## src/include/cpu_cfg.svh

```systemverilog
// size settings shared by the processor core and its testbench
`ifndef CPU_CFG_SVH
`define CPU_CFG_SVH

// data and instruction word width
`define DATA_SIZE 32

// register number width
`define ADDR_SIZE 5

// entries in the register file
`define REG_COUNT 32

// byte increment of the program counter per instruction
`define PC_STEP 4

`endif
```

## src/design/cpu_pkg.sv

```systemverilog
// types and encodings of the multi-cycle processor core
`default_nettype none

`include "cpu_cfg.svh"

package cpu_pkg;

  typedef logic [`DATA_SIZE-1:0] word_t;
  typedef logic [`ADDR_SIZE-1:0] reg_addr_t;
  typedef logic [5:0] opcode_t;
  typedef logic [4:0] sub_opcode_t;
  typedef logic [1:0] imm_sel_t;

  // controller sequence, one instruction per pass
  typedef enum logic [1:0] {
    STOP_STATE,
    FETCH_STATE,
    EXE_STATE,
    WRITE_STATE
  } ctrl_state_t;

  // immediate forms
  localparam imm_sel_t IMM5_ZE  = 2'd0;
  localparam imm_sel_t IMM15_SE = 2'd1;
  localparam imm_sel_t IMM15_ZE = 2'd2;
  localparam imm_sel_t IMM20_SE = 2'd3;

  // major opcodes, ir[30:25]
  localparam opcode_t OP_ALU  = 6'b100000;
  localparam opcode_t OP_ADDI = 6'b101000;
  localparam opcode_t OP_ORI  = 6'b101100;
  localparam opcode_t OP_XORI = 6'b101011;
  localparam opcode_t OP_MOVI = 6'b100010;

  // alu sub-opcodes, ir[4:0]
  localparam sub_opcode_t SUB_ADD   = 5'b00000;
  localparam sub_opcode_t SUB_SUB   = 5'b00001;
  localparam sub_opcode_t SUB_AND   = 5'b00010;
  localparam sub_opcode_t SUB_XOR   = 5'b00011;
  localparam sub_opcode_t SUB_OR    = 5'b00100;
  localparam sub_opcode_t SUB_SLLI  = 5'b01000;
  localparam sub_opcode_t SUB_SRLI  = 5'b01001;
  localparam sub_opcode_t SUB_ROTRI = 5'b01011;

endpackage

`default_nettype wire

```

## src/design/cpu_core.sv

```systemverilog
// multi-cycle processor core top with instruction and writeback ports
`timescale 1ns/10ps
`default_nettype none

module cpu_core (
  input  wire                   clock,
  input  wire                   reset,
  input  wire cpu_pkg::word_t   instr_data,
  output cpu_pkg::word_t        instr_address,
  output logic                  wb_valid,
  output cpu_pkg::reg_addr_t    wb_address,
  output cpu_pkg::word_t        wb_data
);

  import cpu_pkg::*;

  logic      enable_fetch;
  logic      enable_execute;
  logic      enable_writeback;
  imm_sel_t  imm_sel;
  logic      imm_reg_select;
  logic      writeback_select;
  word_t     pc;
  word_t     ir;
  reg_addr_t read_address1;
  reg_addr_t read_address2;
  reg_addr_t write_address;
  word_t     read_data1;
  word_t     read_data2;
  word_t     operand2;
  word_t     imm_value;
  word_t     alu_result;
  word_t     write_data;

  // register fields of the instruction
  assign write_address = ir[24:20];
  assign read_address1 = ir[19:15];
  assign read_address2 = ir[14:10];

  controller controller_inst (
    .clock            (clock),
    .reset            (reset),
    .ir               (ir),
    .enable_fetch     (enable_fetch),
    .enable_execute   (enable_execute),
    .enable_writeback (enable_writeback),
    .imm_sel          (imm_sel),
    .imm_reg_select   (imm_reg_select),
    .writeback_select (writeback_select)
  );

  fetch_unit fetch_unit_inst (
    .clock            (clock),
    .reset            (reset),
    .enable_fetch     (enable_fetch),
    .enable_writeback (enable_writeback),
    .instr_data       (instr_data),
    .pc               (pc),
    .ir               (ir)
  );

  regfile regfile_inst (
    .clock         (clock),
    .reset         (reset),
    .read_address1 (read_address1),
    .read_address2 (read_address2),
    .write_address (write_address),
    .write_enable  (enable_writeback),
    .write_data    (write_data),
    .read_data1    (read_data1),
    .read_data2    (read_data2)
  );

  imm_select imm_select_inst (
    .ir             (ir),
    .imm_sel        (imm_sel),
    .imm_reg_select (imm_reg_select),
    .read_data2     (read_data2),
    .imm_value      (imm_value),
    .operand2       (operand2)
  );

  alu alu_inst (
    .clock          (clock),
    .reset          (reset),
    .enable_execute (enable_execute),
    .ir             (ir),
    .operand1       (read_data1),
    .operand2       (operand2),
    .alu_result     (alu_result)
  );

  // movi bypasses the alu
  assign write_data = writeback_select ? imm_value : alu_result;

  assign instr_address = pc;
  assign wb_valid      = enable_writeback;
  assign wb_address    = write_address;
  assign wb_data       = write_data;

endmodule

`default_nettype wire

```

## src/design/alu.sv

```systemverilog
// opcode and sub-opcode decode with a result register loaded in execute
`timescale 1ns/10ps
`default_nettype none

module alu (
  input  wire                   clock,
  input  wire                   reset,
  input  wire                   enable_execute,
  input  wire cpu_pkg::word_t   ir,
  input  wire cpu_pkg::word_t   operand1,
  input  wire cpu_pkg::word_t   operand2,
  output cpu_pkg::word_t        alu_result
);

  import cpu_pkg::*;

  opcode_t                      opcode;
  sub_opcode_t                  sub_opcode;
  logic [4:0]                   shift_amount;
  logic [2*$bits(word_t)-1:0]   rotate_pair;
  word_t                        result_next;

  assign opcode       = ir[30:25];
  assign sub_opcode   = ir[4:0];
  assign shift_amount = operand2[4:0];

  // doubled word so a right shift wraps the low bits around
  assign rotate_pair = {operand1, operand1} >> shift_amount;

  always_comb begin
    case (opcode)
      OP_ADDI: result_next = operand1 + operand2;
      OP_ORI:  result_next = operand1 | operand2;
      OP_XORI: result_next = operand1 ^ operand2;
      default: begin
        case (sub_opcode)
          SUB_ADD:   result_next = operand1 + operand2;
          SUB_SUB:   result_next = operand1 - operand2;
          SUB_AND:   result_next = operand1 & operand2;
          SUB_OR:    result_next = operand1 | operand2;
          SUB_XOR:   result_next = operand1 ^ operand2;
          SUB_SLLI:  result_next = operand1 << shift_amount;
          SUB_SRLI:  result_next = operand1 >> shift_amount;
          SUB_ROTRI: result_next = rotate_pair[$bits(word_t)-1:0];
          default:   result_next = '0;
        endcase
      end
    endcase
  end

  always_ff @(posedge clock) begin
    if (reset) begin
      alu_result <= '0;
    end else if (enable_execute) begin
      alu_result <= result_next;
    end
  end

endmodule

`default_nettype wire

```

## src/design/imm_select.sv

```systemverilog
// immediate extraction and second operand mux
`timescale 1ns/10ps
`default_nettype none

module imm_select (
  input  wire cpu_pkg::word_t      ir,
  input  wire cpu_pkg::imm_sel_t   imm_sel,
  input  wire                      imm_reg_select,
  input  wire cpu_pkg::word_t      read_data2,
  output cpu_pkg::word_t           imm_value,
  output cpu_pkg::word_t           operand2
);

  import cpu_pkg::*;

  word_t imm5_ze;
  word_t imm15_se;
  word_t imm15_ze;
  word_t imm20_se;

  // shift amount shares the rs2 field
  assign imm5_ze  = {27'b0, ir[14:10]};
  assign imm15_se = {{17{ir[14]}}, ir[14:0]};
  assign imm15_ze = {17'b0, ir[14:0]};
  assign imm20_se = {{12{ir[19]}}, ir[19:0]};

  always_comb begin
    case (imm_sel)
      IMM15_SE: imm_value = imm15_se;
      IMM15_ZE: imm_value = imm15_ze;
      IMM20_SE: imm_value = imm20_se;
      default:  imm_value = imm5_ze;
    endcase
  end

  assign operand2 = imm_reg_select ? imm_value : read_data2;

endmodule

`default_nettype wire

```

## src/design/regfile.sv

```systemverilog
// general register file with two read ports and one write port
`timescale 1ns/10ps
`default_nettype none

`include "cpu_cfg.svh"

module regfile (
  input  wire                     clock,
  input  wire                     reset,
  input  wire cpu_pkg::reg_addr_t read_address1,
  input  wire cpu_pkg::reg_addr_t read_address2,
  input  wire cpu_pkg::reg_addr_t write_address,
  input  wire                     write_enable,
  input  wire cpu_pkg::word_t     write_data,
  output cpu_pkg::word_t          read_data1,
  output cpu_pkg::word_t          read_data2
);

  import cpu_pkg::*;

  word_t regs [`REG_COUNT];

  // r0 is writable like any other entry
  always_ff @(posedge clock) begin
    if (reset) begin
      for (int i = 0; i < `REG_COUNT; i++) begin
        regs[i] <= '0;
      end
    end else if (write_enable) begin
      regs[write_address] <= write_data;
    end
  end

  assign read_data1 = regs[read_address1];
  assign read_data2 = regs[read_address2];

endmodule

`default_nettype wire

```

## src/design/fetch_unit.sv

```systemverilog
// program counter and instruction register of the core
`timescale 1ns/10ps
`default_nettype none

`include "cpu_cfg.svh"

module fetch_unit (
  input  wire                   clock,
  input  wire                   reset,
  input  wire                   enable_fetch,
  input  wire                   enable_writeback,
  input  wire cpu_pkg::word_t   instr_data,
  output cpu_pkg::word_t        pc,
  output cpu_pkg::word_t        ir
);

  import cpu_pkg::*;

  localparam word_t PC_INCREMENT = word_t'(`PC_STEP);

  always_ff @(posedge clock) begin
    if (reset) begin
      pc <= '0;
      ir <= '0;
    end else begin
      // memory answers within the fetch cycle
      if (enable_fetch) begin
        ir <= instr_data;
      end
      // next instruction once the result is written
      if (enable_writeback) begin
        pc <= pc + PC_INCREMENT;
      end
    end
  end

endmodule

`default_nettype wire

```

## src/design/controller.sv

```systemverilog
// four-state sequencer with operand and writeback source decode
`timescale 1ns/10ps
`default_nettype none

module controller (
  input  wire                   clock,
  input  wire                   reset,
  input  wire cpu_pkg::word_t   ir,
  output logic                  enable_fetch,
  output logic                  enable_execute,
  output logic                  enable_writeback,
  output cpu_pkg::imm_sel_t     imm_sel,
  output logic                  imm_reg_select,
  output logic                  writeback_select
);

  import cpu_pkg::*;

  ctrl_state_t state;
  ctrl_state_t state_next;
  opcode_t     opcode;
  sub_opcode_t sub_opcode;

  assign opcode     = ir[30:25];
  assign sub_opcode = ir[4:0];

  always_ff @(posedge clock) begin
    if (reset) begin
      state <= STOP_STATE;
    end else begin
      state <= state_next;
    end
  end

  always_comb begin
    case (state)
      STOP_STATE:  state_next = FETCH_STATE;
      FETCH_STATE: state_next = EXE_STATE;
      EXE_STATE:   state_next = WRITE_STATE;
      default:     state_next = STOP_STATE;
    endcase
  end

  // one enable per active state, none in stop
  assign enable_fetch     = (state == FETCH_STATE);
  assign enable_execute   = (state == EXE_STATE);
  assign enable_writeback = (state == WRITE_STATE);

  // imm_reg_select high picks the immediate as operand2
  // writeback_select high writes the immediate itself
  always_comb begin
    imm_sel          = IMM5_ZE;
    imm_reg_select   = 1'b0;
    writeback_select = 1'b0;
    case (opcode)
      OP_ALU: begin
        if (sub_opcode == SUB_SRLI || sub_opcode == SUB_SLLI ||
            sub_opcode == SUB_ROTRI) begin
          imm_reg_select = 1'b1;
        end
      end
      OP_ADDI: begin
        imm_sel        = IMM15_SE;
        imm_reg_select = 1'b1;
      end
      OP_ORI, OP_XORI: begin
        imm_sel        = IMM15_ZE;
        imm_reg_select = 1'b1;
      end
      OP_MOVI: begin
        imm_sel          = IMM20_SE;
        imm_reg_select   = 1'b1;
        writeback_select = 1'b1;
      end
      // unknown ops run as register alu ops
      default: begin
        imm_sel = IMM5_ZE;
      end
    endcase
  end

endmodule

`default_nettype wire

```

## config.mk

```make
export PLATFORM = sky130hd
export DESIGN_NAME = cpu_core
export DESIGN_NICKNAME = d
export VERILOG_FILES = /design/src/design/cpu_pkg.sv /design/src/design/cpu_core.sv /design/src/design/alu.sv /design/src/design/imm_select.sv /design/src/design/regfile.sv /design/src/design/fetch_unit.sv /design/src/design/controller.sv
export VERILOG_INCLUDE_DIRS = /design/src /design/src/include
export SDC_FILE = /design/constraint.sdc
export NUM_CORES = 2
export LEC_CHECK = 0
export BUFFER_PORTS_ARGS = -buffer_cell sky130_fd_sc_hd__buf_2
export CORE_MARGIN = 2
export CORE_UTILIZATION = 40
export CTS_BUF_LIST = sky130_fd_sc_hd__clkbuf_16
export CTS_CLUSTER_SIZE = 14
export DETAILED_ROUTE_END_ITERATION = 12
export PLACE_DENSITY = 0.65
export SYNTH_ARGS = -nofsm -noshare
export SYNTH_HDL_FRONTEND = slang
export SYNTH_SLANG_ARGS = --single-unit
```

## constraint.sdc

```tcl
create_clock -name clock -period 8.53 [get_ports clock]
set_clock_uncertainty 0.2 [all_clocks]
set_input_delay 1.706 -clock clock [delete_from_list [all_inputs] [get_ports clock]]
set_output_delay 1.706 -clock clock [all_outputs]
set_load 0.02 [all_outputs]
```

==> impl_metrics.json <==
{
  "wl_per_cell_um": 34.5,
  "synth_compound_area_frac": 0.0943,
  "grt_pass1_wl_um": 385000,
  "core_um2": 165000,
  "grt_max_degree": 95,
  "std_cell_rows": 149,
  "ir_drop_mv": 0.198,
  "synth_adder_area_share": 0.0196,
  "crit_path_max_fanout": 40,
  "synth_area_per_cell_um2": 11.3,
  "track_usage": 0.320,
  "cts_buffers": 121,
  "remaining_drc_errors": 0,
  "setup_violations": 0,
  "synth_area_um2": 66500,
  "layout_commonest_cell": "nor2_1",
  "synth-seq-cells": 1129,
  "dieArea_um2": 170000,
  "final_nets": 5893,
  "muxShareOfSynthArea": 0.207,
  "fin_crit_sh": 0.891,
  "synth-edff-count": 1024,
  "worstPathArrival_ps": 8050,
  "vias": 54300,
  "yosys_most_used_dff": "edfxtp_1",
  "power_density_nw_per_um2": 290,
  "power_leakage_uw": 0.0246,
  "max_slew_margin": 0.191,
  "drtIter0Drc": 9922,
  "cts_hold_buf": 0,
  "finalWeightedCongestion": 0.982,
  "clkLatencyLatePin_ps": 820,
  "rsz0062_at_grt": "no",
  "cts_buffer_depth": 3,
  "synth_cell_types": 104,
  "crit_top_cell": "buf_4",
  "synth_top_family_by_area": "multiplexers",
  "clock-sinks": 1129,
  "hpwlAfterDp_um": 174000,
  "cts_tree": "yes",
  "tns_ps": 0,
  "critPathSlowestCell": "dfxtp_4",
  "ys.warnings.count": 0,
  "antenna_found_initial": 10,
  "hold_viol": 0,
  "synth_xor_area_frac": 0.00737,
  "ys_async_sr_fraction": 0,
  "critical_path.cell_chain": "mux4_1 > nand2b_1 > a22oi_1 > and4_4 > nor2_1 > inv_1 > buf_4 > fa_1 > nor2b_1 > o21ai_0 > o311ai_0 > buf_4 > a41o_1 > a41oi_1 > a31o_2 > o21ai_0 > o41ai_1 > buf_4 > xor2_1 > nor2_1 > nor4_1 > a21oi_1",
  "clk_pin_slew_ps": 60,
  "post_cts_resized": 0,
  "die_w_um": 412,
  "fill_cells": 15100,
  "cpPeakStageDelay_ps": 870,
  "area_growth_pct": 10.6,
  "criticalPathCategory": "reg -> reg",
  "finalPower_uw": 21300,
  "routed_via_density": 6.73,
  "max_freq_ghz": 0.132,
  "post_cts_buffers": 0,
  "whs_ps": 294,
  "yosysSeqAreaShare": 0.494,
  "tightest_slew_ps": 1190,
  "yosys.area_share.simple": 0.130,
  "htreeDepth": 3,
  "critPathCaptureType": "flip-flop",
  "port_buffers": 100,
  "slew_violations": 0,
  "hold_path.class": "reg -> reg",
  "gr-total-overflow": 0,
  "ant_nets": 0,
  "layout-drive-gt1-share": 0.184,
  "fin_crit_ps": 7600,
  "die_h_um": 412,
  "maxCapViolations": 0,
  "finalWirelength_um": 278000,
  "status": "completed",
  "critPathLaunchType": "flip-flop",
  "final_cell_mix": "nor2_1 (1318), edfxtp_1 (1024), mux2i_1 (491), mux4_2 (381), a21oi_1 (214)",
  "synth_cells": 5866,
  "grt_pass1_vias": 51800,
  "io_pins": 104,
  "ctsRootBufferMaster": "clkbuf_16",
  "start_util": 0.403,
  "required_ps": 8990,
  "drt_pre_antenna_iters": 9
}
[logic make-up after synthesis]
family	Yosys count
fa+ha+maj	103
compound gates	956
buf+inv	687
flops	1129
xor+xnor	56
mux	898
simple gates	2036
other cells	1
[cell usage after synthesis, drive strengths merged (21+ instances only)]
library cell     n  share of area
mux2i          504          0.076
xor2            33         0.0043
nand3          112         0.0084
a21o            31         0.0035
o22ai          148          0.014
buf            205          0.020
a31oi           35         0.0033
a221oi          26         0.0035
a21oi          232          0.018
inv            130         0.0074
o21ai          148          0.011
and3            23         0.0022
a211oi          39         0.0044
edfxtp        1024           0.46
o21bai          21         0.0024
clkbuf         350          0.020
dfxtp          105          0.032
nand2          238          0.014
ha             101          0.019
a22oi           83         0.0094
nor3           135          0.011
nor4            54         0.0052
mux4           382           0.13
nor2          1329          0.075
nand2b          47         0.0044
o211ai          22         0.0026
xnor2           23         0.0030
[through the flow]
stage	utilization	worst slack, ps	instances	instance area [µm²]
after floorplan	-	2060	5867	66500
after global placement	0.421	1260	7822	69500
after detailed placement	0.421	1240	7822	69500
after CTS	0.446	1250	8051	73600
after global routing	0.446	850	8052	73600
final	0.446	933	8061	73600
[state kept, by name, indices dropped and copies added (netlist names), named ones only]
| register | flops |
|---|---|
| alu_inst.alu_result | 32 |
| fetch_unit_inst.ir | 31 |
| regfile_inst.regs | 1024 |
| controller_inst.state | 2 |
| fetch_unit_inst.pc | 30 |
[power by group]
part	switching (µW)	internal, µW
clock	2370	3000
sequential	312	6270
combinational	6370	3010
[critical path, delay by kind of cell, from the launching register on]
kind | cells | cell delay [ps]
AO/OA/AOI/OAI | 9 | 2960
XOR/XNOR | 1 | 150
adder cells (fa/ha/maj) | 1 | 370
buffers and inverters | 4 | 860
flip-flops | 1 | 870
multiplexers | 1 | 660
AND/OR/NAND/NOR | 6 | 1400
[final timing paths]
| kind | from | slack [ps] | depth (start not counted) | endpoint |
|---|---|---|---|---|
| setup / recovery | flip-flop | 930 | 22 | alu_inst.alu_result[30]$_SDFFE_PP0P_ |
| hold / removal | fetch_unit_inst.ir[30]$_SDFFE_PP0P_ | 290 | 2 | fetch_unit_inst.ir[30]$_SDFFE_PP0P_ |
| setup reg to reg | flip-flop | 930 | 22 | alu_inst.alu_result[30]$_SDFFE_PP0P_ |
| hold reg to reg | fetch_unit_inst.ir[30]$_SDFFE_PP0P_ | 290 | 2 | fetch_unit_inst.ir[30]$_SDFFE_PP0P_ |
[final cells by class]
cell class              instances  area [µm²]  share of cell area
diodes                         10        25.0            0.000340
repair buffers                321        2270              0.0309
clock buffers                 122        3050              0.0415
clock inverters               107         975              0.0132
flip-flops and latches       1129       32900               0.447
multi-input cells            4051       31100               0.423
well taps                    2189        2740              0.0372
inverters                     132         498             0.00677
[metal layers]
metal,share of wire,GRT usage,up-vias
met3,0.15,0.116,1080
met4,0.067,0.183,12
li1,-,-,21700
met2,0.43,0.474,4871
met5,0.0012,0.00339,-
met1,0.35,0.402,26600
(Power assumes the default switching activity.)
